## src/rv_decode_pkg.sv

```systemverilog
/* RV32IM decode types and encodings. F, W-forms and custom GPU opcodes are not decoded.
   The instruction word is a packed union viewed in the six base formats. */
`default_nettype none

package rv_decode_pkg;

    localparam int XLEN        = 32;
    localparam int NUM_WARPS   = 4;
    localparam int WID_W       = $clog2(NUM_WARPS);
    localparam int NUM_THREADS = 4;
    localparam int NR_W        = 5;
    localparam int OP_W        = 4;
    localparam int MOD_W       = 2;
    localparam int CSR_ADDR_W  = 12;

    // Major opcodes, instr[6:0]
    localparam logic [6:0] OPC_I     = 7'b0010011;
    localparam logic [6:0] OPC_R     = 7'b0110011;
    localparam logic [6:0] OPC_LUI   = 7'b0110111;
    localparam logic [6:0] OPC_AUIPC = 7'b0010111;
    localparam logic [6:0] OPC_JAL   = 7'b1101111;
    localparam logic [6:0] OPC_JALR  = 7'b1100111;
    localparam logic [6:0] OPC_B     = 7'b1100011;
    localparam logic [6:0] OPC_L     = 7'b0000011;
    localparam logic [6:0] OPC_S     = 7'b0100011;
    localparam logic [6:0] OPC_FENCE = 7'b0001111;
    localparam logic [6:0] OPC_SYS   = 7'b1110011;

    // SFU ops track funct3[1:0]
    localparam logic [OP_W-1:0] SFU_CSRRW = 4'd1;
    localparam logic [OP_W-1:0] SFU_CSRRS = 4'd2;
    localparam logic [OP_W-1:0] SFU_CSRRC = 4'd3;
    localparam logic [OP_W-1:0] LSU_FENCE = 4'd15; // loads/stores use {is_store, funct3}

    typedef enum logic [1:0] {
        EX_ALU = 2'd0,
        EX_LSU = 2'd1,
        EX_SFU = 2'd2
    } ex_type_e;

    typedef enum logic [3:0] {
        ALU_ADD, ALU_SUB, ALU_SLL, ALU_SLT, ALU_SLTU, ALU_XOR,
        ALU_SRL, ALU_SRA, ALU_OR, ALU_AND, ALU_LUI, ALU_AUIPC
    } alu_op_e;

    typedef enum logic [3:0] {
        BR_EQ, BR_NE, BR_LT, BR_GE, BR_LTU, BR_GEU, BR_JAL, BR_JALR,
        BR_ECALL, BR_EBREAK, BR_URET, BR_SRET, BR_MRET
    } br_op_e;

    typedef enum logic [3:0] {
        MUL_MUL, MUL_MULH, MUL_MULHSU, MUL_MULHU,
        MUL_DIV, MUL_DIVU, MUL_REM, MUL_REMU
    } mul_op_e;

    typedef enum logic [2:0] {
        IMM_NONE, IMM_I, IMM_I_SH, IMM_S, IMM_B, IMM_U, IMM_J, IMM_CSR
    } imm_fmt_e;

    typedef struct packed {
        logic [6:0] funct7;
        logic [4:0] rs2;
        logic [4:0] rs1;
        logic [2:0] funct3;
        logic [4:0] rd;
        logic [6:0] opcode;
    } r_fmt_t;

    typedef struct packed {
        logic [11:0] imm;
        logic [4:0]  rs1;
        logic [2:0]  funct3;
        logic [4:0]  rd;
        logic [6:0]  opcode;
    } i_fmt_t;

    typedef struct packed {
        logic [6:0] imm_hi;
        logic [4:0] rs2;
        logic [4:0] rs1;
        logic [2:0] funct3;
        logic [4:0] imm_lo;
        logic [6:0] opcode;
    } s_fmt_t;

    typedef struct packed {
        logic       imm12;
        logic [5:0] imm10_5;
        logic [4:0] rs2;
        logic [4:0] rs1;
        logic [2:0] funct3;
        logic [3:0] imm4_1;
        logic       imm11;
        logic [6:0] opcode;
    } b_fmt_t;

    typedef struct packed {
        logic [19:0] imm;
        logic [4:0]  rd;
        logic [6:0]  opcode;
    } u_fmt_t;

    typedef struct packed {
        logic       imm20;
        logic [9:0] imm10_1;
        logic       imm11;
        logic [7:0] imm19_12;
        logic [4:0] rd;
        logic [6:0] opcode;
    } j_fmt_t;

    typedef union packed {
        r_fmt_t r;
        i_fmt_t i;
        s_fmt_t s;
        b_fmt_t b;
        u_fmt_t u;
        j_fmt_t j;
    } instr_u;

    typedef struct packed {
        logic [WID_W-1:0]       wid;
        logic [NUM_THREADS-1:0] tmask;
        logic [XLEN-1:0]        pc;
        instr_u                 instr;
    } fetch_t;

    typedef struct packed {
        logic [WID_W-1:0]       wid;
        logic [NUM_THREADS-1:0] tmask;
        logic [XLEN-1:0]        pc;
        ex_type_e               ex_type;
        logic [OP_W-1:0]        op_type;
        logic [MOD_W-1:0]       op_mod;  // [0] branch/jump, [1] M-extension
        logic                   use_pc;
        logic                   use_imm;
        logic [XLEN-1:0]        imm;
        logic                   wb;
        logic [NR_W-1:0]        rd;
        logic [NR_W-1:0]        rs1;
        logic [NR_W-1:0]        rs2;
    } decoded_t;

    typedef struct packed {
        logic [WID_W-1:0] wid;
        logic             is_wstall;
    } sched_note_t;

endpackage

`default_nettype wire

```

## src/funct_decode.sv

```systemverilog
/* Sub-op lookup from funct3/funct7. Undefined branch codes give EQ,
   undefined system codes give ECALL. */
`timescale 1ns/1ps
`default_nettype none

module funct_decode
    import rv_decode_pkg::*;
(
    input  instr_u  instr,
    output alu_op_e alu_op,
    output br_op_e  br_op,
    output mul_op_e mul_op,
    output br_op_e  sys_op
);

    always_comb begin
        case (instr.r.funct3)
            3'h0: alu_op = (instr.r.opcode == OPC_R && instr.r.funct7[5]) ? ALU_SUB : ALU_ADD;
            3'h1: alu_op = ALU_SLL;
            3'h2: alu_op = ALU_SLT;
            3'h3: alu_op = ALU_SLTU;
            3'h4: alu_op = ALU_XOR;
            3'h5: alu_op = instr.r.funct7[5] ? ALU_SRA : ALU_SRL; // SRAI shares bit 30
            3'h6: alu_op = ALU_OR;
            default: alu_op = ALU_AND;
        endcase
    end

    always_comb begin
        case (instr.b.funct3)
            3'h1: br_op = BR_NE;
            3'h4: br_op = BR_LT;
            3'h5: br_op = BR_GE;
            3'h6: br_op = BR_LTU;
            3'h7: br_op = BR_GEU;
            default: br_op = BR_EQ;
        endcase
    end

    // M ops are numbered in funct3 order
    assign mul_op = mul_op_e'({1'b0, instr.r.funct3});

    always_comb begin
        case (instr.i.imm)
            12'h001: sys_op = BR_EBREAK;
            12'h002: sys_op = BR_URET;
            12'h102: sys_op = BR_SRET;
            12'h302: sys_op = BR_MRET;
            default: sys_op = BR_ECALL;
        endcase
    end

endmodule

`default_nettype wire

```

## src/imm_gen.sv

```systemverilog
/* Immediate builder. IMM_CSR also covers the non-CSR system ops,
   which carry the constant 4 as their return offset. */
`timescale 1ns/1ps
`default_nettype none

module imm_gen
    import rv_decode_pkg::*;
(
    input  instr_u          instr,
    input  imm_fmt_e        fmt,
    output logic [XLEN-1:0] imm
);

    logic [11:0] s_imm;
    logic [12:0] b_imm;
    logic [20:0] j_imm;

    assign s_imm = {instr.s.imm_hi, instr.s.imm_lo};
    assign b_imm = {instr.b.imm12, instr.b.imm11, instr.b.imm10_5, instr.b.imm4_1, 1'b0};
    assign j_imm = {instr.j.imm20, instr.j.imm19_12, instr.j.imm11, instr.j.imm10_1, 1'b0};

    always_comb begin
        case (fmt)
            IMM_I:    imm = XLEN'($signed(instr.i.imm));
            IMM_I_SH: imm = XLEN'(instr.r.rs2);           // shamt, zero-extended
            IMM_S:    imm = XLEN'($signed(s_imm));
            IMM_B:    imm = XLEN'($signed(b_imm));
            IMM_U:    imm = {instr.u.imm, 12'b0};
            IMM_J:    imm = XLEN'($signed(j_imm));
            IMM_CSR: begin
                if (instr.i.funct3[1:0] == 2'b00) begin
                    imm = XLEN'(4);                        // ECALL/EBREAK/xRET
                end else begin
                    // CSR address low, uimm in 16:12
                    imm = {{(XLEN - CSR_ADDR_W - NR_W){1'b0}}, instr.i.rs1, instr.i.imm};
                end
            end
            default:  imm = '0;
        endcase
    end

endmodule

`default_nettype wire

```

## src/instr_decoder.sv

```systemverilog
/* Main opcode decode for RV32IM plus Zicsr. Unknown opcodes fall out as an ALU
   op 0 with no operands. Register fields that are not used read as zero. */
`timescale 1ns/1ps
`default_nettype none

module instr_decoder
    import rv_decode_pkg::*;
(
    input  instr_u           instr,
    input  alu_op_e          alu_op,
    input  br_op_e           br_op,
    input  mul_op_e          mul_op,
    input  br_op_e           sys_op,
    output ex_type_e         ex_type,
    output logic [OP_W-1:0]  op_type,
    output logic [MOD_W-1:0] op_mod,
    output logic             use_pc,
    output logic             use_imm,
    output imm_fmt_e         imm_fmt,
    output logic             wb,
    output logic [NR_W-1:0]  rd,
    output logic [NR_W-1:0]  rs1,
    output logic [NR_W-1:0]  rs2,
    output logic             is_wstall
);

    logic       use_rd;
    logic [2:0] funct3;

    assign funct3 = instr.r.funct3;

    always_comb begin
        ex_type   = EX_ALU;
        op_type   = '0;
        op_mod    = '0;
        use_pc    = 1'b0;
        use_imm   = 1'b0;
        imm_fmt   = IMM_NONE;
        use_rd    = 1'b0;
        rd        = '0;
        rs1       = '0;
        rs2       = '0;
        is_wstall = 1'b0;

        case (instr.r.opcode)
            OPC_I: begin
                op_type = OP_W'(alu_op);
                use_imm = 1'b1;
                imm_fmt = (funct3[0] && !funct3[1]) ? IMM_I_SH : IMM_I;
                use_rd  = 1'b1;
                rd      = instr.r.rd;
                rs1     = instr.r.rs1;
            end
            OPC_R: begin
                if (instr.r.funct7[0]) begin
                    op_type   = OP_W'(mul_op);
                    op_mod[1] = 1'b1;
                end else begin
                    op_type = OP_W'(alu_op);
                end
                use_rd = 1'b1;
                rd     = instr.r.rd;
                rs1    = instr.r.rs1;
                rs2    = instr.r.rs2;
            end
            OPC_LUI, OPC_AUIPC: begin
                op_type = OP_W'(instr.r.opcode[5] ? ALU_LUI : ALU_AUIPC);
                use_pc  = !instr.r.opcode[5];
                use_imm = 1'b1;
                imm_fmt = IMM_U;
                use_rd  = 1'b1;
                rd      = instr.u.rd;
            end
            OPC_JAL: begin
                op_type   = OP_W'(BR_JAL);
                op_mod[0] = 1'b1;
                use_pc    = 1'b1;
                use_imm   = 1'b1;
                imm_fmt   = IMM_J;
                use_rd    = 1'b1;
                rd        = instr.j.rd;
                is_wstall = 1'b1;
            end
            OPC_JALR: begin
                op_type   = OP_W'(BR_JALR);
                op_mod[0] = 1'b1;
                use_imm   = 1'b1;
                imm_fmt   = IMM_I;
                use_rd    = 1'b1;
                rd        = instr.i.rd;
                rs1       = instr.i.rs1;
                is_wstall = 1'b1;
            end
            OPC_B: begin
                op_type   = OP_W'(br_op);
                op_mod[0] = 1'b1;
                use_pc    = 1'b1;
                use_imm   = 1'b1;
                imm_fmt   = IMM_B;
                rs1       = instr.b.rs1;
                rs2       = instr.b.rs2;
                is_wstall = 1'b1;
            end
            OPC_FENCE: begin
                ex_type = EX_LSU;
                op_type = LSU_FENCE;
            end
            OPC_SYS: begin
                imm_fmt   = IMM_CSR;
                use_rd    = 1'b1;
                rd        = instr.i.rd;
                is_wstall = 1'b1;
                case (funct3[1:0])
                    2'd1: op_type = SFU_CSRRW;
                    2'd2: op_type = SFU_CSRRS;
                    2'd3: op_type = SFU_CSRRC;
                    default: op_type = OP_W'(sys_op);
                endcase
                if (funct3[1:0] != 2'b00) begin
                    ex_type = EX_SFU;
                    use_imm = funct3[2];
                    rs1     = funct3[2] ? '0 : instr.i.rs1; // CSRxxI carries uimm instead
                end else begin
                    op_mod[0] = 1'b1;
                    use_pc    = 1'b1;
                    use_imm   = 1'b1;
                end
            end
            OPC_L: begin
                ex_type = EX_LSU;
                op_type = {1'b0, funct3};
                use_imm = 1'b1;
                imm_fmt = IMM_I;
                use_rd  = 1'b1;
                rd      = instr.i.rd;
                rs1     = instr.i.rs1;
            end
            OPC_S: begin
                ex_type = EX_LSU;
                op_type = {1'b1, funct3};
                use_imm = 1'b1;
                imm_fmt = IMM_S;
                rs1     = instr.s.rs1;
                rs2     = instr.s.rs2;
            end
            default: ;
        endcase
    end

    assign wb = use_rd && (rd != '0);  // x0 writes dropped

endmodule

`default_nettype wire

```

## src/decode_buffer.sv

```systemverilog
/* Two-entry skid buffer. in_ready comes from registers only and drops
   once the spare entry is taken; out_data holds while stalled. */
`timescale 1ns/1ps
`default_nettype none

module decode_buffer
    import rv_decode_pkg::*;
(
    input  wire      clk,
    input  wire      rst_n,
    input  logic     in_valid,
    output logic     in_ready,
    input  decoded_t in_data,
    output logic     out_valid,
    input  logic     out_ready,
    output decoded_t out_data
);

    logic     main_valid;
    logic     spare_valid;
    decoded_t main_data;
    decoded_t spare_data;
    logic     in_fire;
    logic     main_load;

    assign in_ready  = !spare_valid;
    assign in_fire   = in_valid && in_ready;
    assign main_load = !main_valid || out_ready;  // main slot empty or draining

    assign out_valid = main_valid;
    assign out_data  = main_data;

    always_ff @(posedge clk) begin
        if (!rst_n) begin
            main_valid  <= 1'b0;
            spare_valid <= 1'b0;
        end else if (main_load) begin
            main_valid  <= spare_valid || in_fire;
            spare_valid <= 1'b0;
        end else if (in_fire) begin
            spare_valid <= 1'b1;  // output stalled, park it
        end
    end

    always_ff @(posedge clk) begin
        if (main_load) begin
            main_data <= spare_valid ? spare_data : in_data;
        end
        if (in_fire && !main_load) begin
            spare_data <= in_data;
        end
    end

    a_out_stable: assert property (@(posedge clk) disable iff (!rst_n)
        out_valid && !out_ready |=> out_valid && $stable(out_data));

    // Spare is only filled behind a held main entry
    a_no_overflow: assert property (@(posedge clk) disable iff (!rst_n)
        spare_valid |-> main_valid);

endmodule

`default_nettype wire

```

## src/rv_decode.sv

```systemverilog
/* Decode stage top. One instruction per fetch handshake; the scheduler note
   is combinational on the fetch fire and has no back-pressure. */
`timescale 1ns/1ps
`default_nettype none

module rv_decode
    import rv_decode_pkg::*;
(
    input  wire         clk,
    input  wire         rst_n,
    input  logic        fetch_valid,
    output logic        fetch_ready,
    input  fetch_t      fetch_data,
    output logic        dec_valid,
    input  logic        dec_ready,
    output decoded_t    dec_data,
    output logic        sched_valid,
    output sched_note_t sched_data
);

    alu_op_e  alu_op;
    br_op_e   br_op;
    mul_op_e  mul_op;
    br_op_e   sys_op;
    imm_fmt_e imm_fmt;
    logic     is_wstall;
    decoded_t dec_in;

    funct_decode u_funct_decode (
        .instr  (fetch_data.instr),
        .alu_op (alu_op),
        .br_op  (br_op),
        .mul_op (mul_op),
        .sys_op (sys_op)
    );

    instr_decoder u_instr_decoder (
        .instr     (fetch_data.instr),
        .alu_op    (alu_op),
        .br_op     (br_op),
        .mul_op    (mul_op),
        .sys_op    (sys_op),
        .ex_type   (dec_in.ex_type),
        .op_type   (dec_in.op_type),
        .op_mod    (dec_in.op_mod),
        .use_pc    (dec_in.use_pc),
        .use_imm   (dec_in.use_imm),
        .imm_fmt   (imm_fmt),
        .wb        (dec_in.wb),
        .rd        (dec_in.rd),
        .rs1       (dec_in.rs1),
        .rs2       (dec_in.rs2),
        .is_wstall (is_wstall)
    );

    imm_gen u_imm_gen (
        .instr (fetch_data.instr),
        .fmt   (imm_fmt),
        .imm   (dec_in.imm)
    );

    // Fetch-side fields pass straight into the buffer entry
    assign dec_in.wid   = fetch_data.wid;
    assign dec_in.tmask = fetch_data.tmask;
    assign dec_in.pc    = fetch_data.pc;

    decode_buffer u_decode_buffer (
        .clk       (clk),
        .rst_n     (rst_n),
        .in_valid  (fetch_valid),
        .in_ready  (fetch_ready),
        .in_data   (dec_in),
        .out_valid (dec_valid),
        .out_ready (dec_ready),
        .out_data  (dec_data)
    );

    assign sched_valid          = fetch_valid && fetch_ready;
    assign sched_data.wid       = fetch_data.wid;
    assign sched_data.is_wstall = is_wstall;

endmodule

`default_nettype wire

```

## config.mk

```make
export PLATFORM = sky130hd
export DESIGN_NAME = rv_decode
export DESIGN_NICKNAME = d
export VERILOG_FILES = /design/src/rv_decode_pkg.sv /design/src/funct_decode.sv /design/src/imm_gen.sv /design/src/instr_decoder.sv /design/src/decode_buffer.sv /design/src/rv_decode.sv
export SDC_FILE = /design/constraint.sdc
export NUM_CORES = 1
export LEC_CHECK = 0
export BUFFER_PORTS_ARGS = -buffer_cell sky130_fd_sc_hd__buf_2
export CORE_UTILIZATION = 25
export DETAILED_ROUTE_END_ITERATION = 10
export HOLD_SLACK_MARGIN = 0.1
export PLACE_DENSITY_LB_ADDON = 0.12
export SYNTH_ARGS = -nofsm -noshare
export SYNTH_HDL_FRONTEND = slang
export SYNTH_SLANG_ARGS = --single-unit
```

## constraint.sdc

```tcl
create_clock -name clk -period 15.15 [get_ports clk]
set_clock_uncertainty 0.05 [all_clocks]
set_input_delay 1.515 -clock clk [delete_from_list [all_inputs] [get_ports clk]]
set_output_delay 1.515 -clock clk [all_outputs]
set_load 0.05 [all_outputs]
```

==> results.yml, run 1 <==
outcome:
  status: "finished, final reports clean"
placed_design:
  numPortBuffers: 175
  dpl_worst_slack_ps: 10970
  gp_congestion: 0.7835
  dp_hpwl_um: 15740
grt:
  antenna_found_initial: 0
  grt_pass1_vias: 5343
  grt_max_degree: 61
  gr-total-overflow: 0
  grt_pass1_wl_um: 34710
  grtUsageTotal_pct: 13.21
worst_hold_path:
  hold_class: "reg2reg"
setup_path:
  cp_data_required_time_ps: 13590
  startpoint_type: "primary input"
  worstSetupPathType: "in2out"
  path_max_fanout: 6
  end_kind: "primary output"
  cpMaxStageDelayCell: "buf_2"
  slowest_delay_ps: 300
  worstPathCellList: "buf_2, and2_1, o21ai_0, a211oi_1, buf_2"
  cp_common_cell: "buf_2"
  cp.arrival_ps: 2620
  reg2reg_slack_ps: 12450
yosys:
  async_flop_share_pct: 0
  syn_area_sq_mm: 0.008672
  ys_types: 73
  ys_warn_count: 0
  synth_edf_count: 192
  syn_avg_cell_area_sq_um: 14.03
  syn_nets: 692
  ys_seq_elements: 194
  synth_cells: 618
  ys.flop_type: "edfxtp_1"
  yosysSeqAreaShare_pct: 66.95
power:
  worst_ir_drop_vdd_mv: 0.07282
  leakage_nw: 3.927
  power.density_mw_per_mm2: 118.3
clock_tree:
  cts_htree_levels: 4
  clock_path_buffers: 2
  cts_tree: "built"
  clock_sinks: 194
  cts.repair.resized: 0
  root_buffer: "clkbuf_16"
  postCtsSetupRepairBufs: 0
  cts.hold.buffers_added: 0
  clk_latency_ps: 430
  clk_pin_slew_ps: 70
  cts_buffers: 17
timing:
  fin_crit_sh_pct: 27.63
  holdWs_ps: 476.3
  tightest_slew_ps: 1047
  timing.slew.headroom_pct: 29.75
  setup_ws_ps: 10960
  finalHoldViolations: 0
  setup_tns_ps: 0
  slew_viol_final: 0
  period_minus_slack_ps: 4186
  setup_viol: 0
  rsz0062_at_grt: "false"
  max_freq_mhz: 238.9
flow_run:
  maxCapViolations: 0
floorplanning:
  start_util_pct: 25.61
  die_y_um: 188.2
  io_pins: 176
  core_sq_mm: 0.03387
  die_area_sq_mm: 0.03544
  fp-row-count: 67
  die_w_um: 188.2
routing:
  dr.pass1.iters: 4
  vias: 5620
  wirelength_um: 23490
  remaining_drc_errors: 0
  post_drt_wl_per_cell_um: 18.99
  ant_nets: 0
  dr.first_iter.drc_count: 359
  routed_via_density: 4.543
final_layout:
  final_common_cell: "edfxtp_1"
  area_delta_synth_final_pct: 21.25
  antenna_cells: 0
  mostFrequentLayoutCells: "192 x edfxtp_1, 175 x buf_2, 71 x nand2_1, 50 x mux2_2, 33 x o21ai_0"
  post-route-util_pct: 31.05
  fin_nets: 850
  drive_gt1_share_pct: 36.25
  fill_cells: 3432
## synthesized netlist by cell type, types with 4 or more instances
library cell | instances | share of area [%]
nor2b_1 | 6 | 0.43
a22oi_1 | 10 | 0.87
and2_1 | 14 | 1.0
nor2_1 | 23 | 1.0
nor3b_1 | 4 | 0.35
nor4b_1 | 5 | 0.50
edfxtp_1 | 192 | 66
nand2_1 | 71 | 3.1
clkbuf_1 | 15 | 0.65
buf_1 | 5 | 0.22
mux2_2 | 50 | 6.5
nand3b_1 | 9 | 0.78
a2bb2oi_1 | 8 | 0.81
o31ai_1 | 11 | 0.95
nor3_1 | 11 | 0.63
buf_4 | 10 | 0.87
inv_1 | 20 | 0.87
o41ai_1 | 4 | 0.40
o211ai_1 | 11 | 0.95
buf_2 | 10 | 0.58
o21ai_0 | 34 | 2.0
nand2b_1 | 4 | 0.29
a21oi_1 | 7 | 0.40
nand3_1 | 6 | 0.35
## state kept, by name (all words and copies together) (netlist names)
| register | count |
|---|---|
| u_decode_buffer.spare_valid | 1 |
| u_decode_buffer.spare_data | 96 |
| u_decode_buffer.out_valid | 1 |
| u_decode_buffer.out_data | 96 |
## where the power goes
group	internal, W	switching, W
Sequential	0.000620	0.00000924
Combinational	0.0000393	0.000128
Clock	0.000243	0.000205
Total	0.000902	0.000342
## cell families (layout without fill, tap and decap cells)
family                 Yosys count  in the layout  share of synthesized area (%)
flip-flops                     194            194                          66.95
XOR/XNOR                         1              1                         0.1010
AND/OR/NAND/NOR                184            184                          11.70
multiplexers                    53             53                          6.897
buffers and inverters           62            233                          3.434
AO/OA/AOI/OAI                  124            124                          10.92
## routing by layer
metal  vias to the layer above  track usage, %  wire (um)
met5                         -               0          0
met1                      2776           18.72      11460
li1                       2687               -          -
met3                         6           3.613       1239
met2                       151           19.95      10650
met4                         0           3.002        144
## cell type report
type | instances | area (sq um) | area share (%)
timing repair buffer | 181 | 920.9 | 8.758
tap | 448 | 560.5 | 5.331
clock inverter | 13 | 135.1 | 1.285
inverter | 20 | 75.07 | 0.7139
sequential | 194 | 5809 | 55.25
clock buffer | 19 | 432.9 | 4.117
multi-input combinational | 362 | 2581 | 24.55
## critical path, delay by kind of cell
kind / cells / cell delay, ps
buffers and inverters: 2 / 420
AOI/OAI and AO/OA: 2 / 410
and+or+nand+nor: 1 / 280
## per-stage QoR
stage	power, W	std cells	instance area, sq um
3_3_place_gp	0.0008110	1205	9947
5_1_grt	0.001294	1237	10520
4_1_cts	0.001266	1237	10520
2_1_floorplan	0.0007613	618	8672
3_5_place_dp	0.0008111	1205	9947
6_report	0.001244	1237	10520
## path summary, 6_finish.rpt
check,depth (start not counted),end,from
max reg2reg,4,u_decode_buffer.out_data[41],u_decode_buffer.spare_valid
max,5,sched_data[0],fetch_data[1]
min,2,u_decode_buffer.out_data[23],u_decode_buffer.spare_data[23]
min reg2reg,2,u_decode_buffer.out_data[23],u_decode_buffer.spare_data[23]
No activity file was read; power rests on OpenSTA's default activity.
==> inputs of run 2 (changes only) <==
==> constraint.sdc (replaced) <==
create_clock -name clk -period 4.2 [get_ports clk]
set_clock_uncertainty 0.05 [all_clocks]
set_input_delay 0.42 -clock clk [delete_from_list [all_inputs] [get_ports clk]]
set_output_delay 0.42 -clock clk [all_outputs]
set_load 0.05 [all_outputs]
==> results.yml, run 2 (same netlist as run 1, synthesis figures left out) <==
timing:
  finalHoldViolations: 0
  setup_ws_ps: 1674
  setup_tns_ps: 0
  fin_crit_sh_pct: 60.15
  rsz0062_at_grt: "false"
  tightest_slew_ps: 988.2
  timing.slew.headroom_pct: 33.88
  slew_viol_final: 0
  max_freq_mhz: 395.8
  setup_viol: 0
  period_minus_slack_ps: 2526
setup_path:
  cp_top_family: "compound AO/OA/AOI/OAI gates"
  end_kind: "register"
  cp.buffers_inverters: 1
  worstSetupPathType: "in2reg"
  cp.arrival_ps: 2610
  path_max_fanout: 30
  startpoint_type: "primary input"
  slowest_delay_ps: 730
  cpMaxStageDelayCell: "o21ai_1"
  worstPathCellList: "buf_2, and3b_1, a211oi_2, nor2_1, o21ai_1, o211ai_1"
  cp_data_required_time_ps: 4280
floorplanning:
  core_sq_mm: 0.03387
  io_pins: 176
  start_util_pct: 25.61
  die_area_sq_mm: 0.03544
  die_y_um: 188.2
  fp-row-count: 67
  die_w_um: 188.2
placed_design:
  gp_congestion: 0.8176
  placed_cells: 1207
  numPortBuffers: 175
  dpl_worst_slack_ps: 1141
  dp_hpwl_um: 15700
clock_tree:
  clock_path_buffers: 2
  clk_latency_ps: 430
  cts_tree: "built"
  cts.hold.buffers_added: 1
  cts_htree_levels: 4
  cts.repair.resized: 0
  clock_sinks: 194
  postCtsSetupRepairBufs: 0
  cts_buffers: 17
  root_buffer: "clkbuf_16"
  clk_pin_slew_ps: 80
final_layout:
  area_delta_synth_final_pct: 22.58
  antenna_cells: 0
  fin_nets: 858
  fill_cells: 3452
  final_common_cell: "edfxtp_1"
  post-route-util_pct: 31.39
  mostFrequentLayoutCells: "192 x edfxtp_1, 175 x buf_2, 71 x nand2_1, 50 x mux2_2, 34 x o21ai_0"
  fin_cells: 1245
  drive_gt1_share_pct: 36.76
routing:
  dr.pass1.iters: 5
  remaining_drc_errors: 0
  dr.first_iter.drc_count: 464
  ant_nets: 0
  post_drt_wl_per_cell_um: 18.82
  routed_via_density: 4.558
  wirelength_um: 23430
  vias: 5675
grt:
  grt_max_degree: 63
  grt_pass1_wl_um: 35200
  grt_pass1_vias: 5504
  grtUsageTotal_pct: 13.25
  antenna_found_initial: 0
  met2_usage_pct: 20.27
  met1_usage_pct: 18.62
  busiest_layer: "met2"
  globalRouteMet3Util_pct: 2.850
  gr-total-overflow: 0
power:
  p_total_w: 0.004559
  seqPwrFrac_pct: 49.7
  p_sw_share_pct: 28.07
  switchingPower_w: 0.001280
  pwr-share-clk_pct: 36.9
  leakage_nw: 3.988
  power.density_mw_per_mm2: 428.9
  comb_power_share_pct: 13.4
  worst_ir_drop_vdd_mv: 0.2358
  power.internal_w: 0.003279
worst_hold_path:
  hold_class: "in2reg"
flow_run:
  maxCapViolations: 0
outcome:
  status: "finished, final reports clean"
[run 2: cell count changes in the layout (fill, tap and decap cells not counted), sizes merged]
cell,previous run,this run
clkinvlp,2,0
buf,181,183
clkbuf,19,17
dlygate4sd3,0,6
inv,22,26
[run 2: path summary, 6_finish.rpt]
path / from / to / slack (ps) / cells after the start
worst max register to register: u_decode_buffer.out_valid / u_decode_buffer.spare_data[44] / 1940 / 3
worst min register to register: u_decode_buffer.spare_data[6] / u_decode_buffer.out_data[6] / 470 / 2
worst max-delay path: fetch_data[4] / u_decode_buffer.out_data[41] / 1670 / 6
worst min-delay path: fetch_data[59] / u_decode_buffer.spare_data[85] / 130 / 1
[run 2: through the flow]
stage	hold WS (ps)	area, sq um
2_1_floorplan	442.7	8695
3_3_place_gp	449.1	9972
3_5_place_dp	456.0	9972
4_1_cts	100.1	10580
5_1_grt	101.1	10630
6_report	125.4	10630
[run 2: final cells by class]
type / instances / area (sq um) / share of cell area (%)
inverters: 20 / 75.07 / 0.7062
multi-input cells: 362 / 2587 / 24.34
clock buffers: 17 / 425.4 / 4.002
repair buffers: 189 / 996.0 / 9.369
flip-flops and latches: 194 / 5813 / 54.68
clock inverters: 15 / 172.7 / 1.624
well taps: 448 / 560.5 / 5.273
[run 2: metal layers]
metal  share of wire (%)  vias to the layer above
met4                 1.3                        0
met5                   0                        -
met2                  46                      187
met1                  48                     2765
li1                    -                     2704
met3                 5.2                       19
[run 2: power groups by stage]
stage	Combinational, W	Sequential (W)	Clock, W
finish	0.000613	0.00226	0.00168
floorplan	0.000170	0.00257	0
global placement	0.000615	0.00231	0
global route	0.000649	0.00227	0.00181
CTS	0.000616	0.00227	0.00175
detailed placement	0.000614	0.00231	0
[run 2: worst reg2reg max path: stages, from the launching register on]
cell,delay (ps)
dfxtp_4,370
nand2b_4,360
nor3b_4,320
buf_4,710
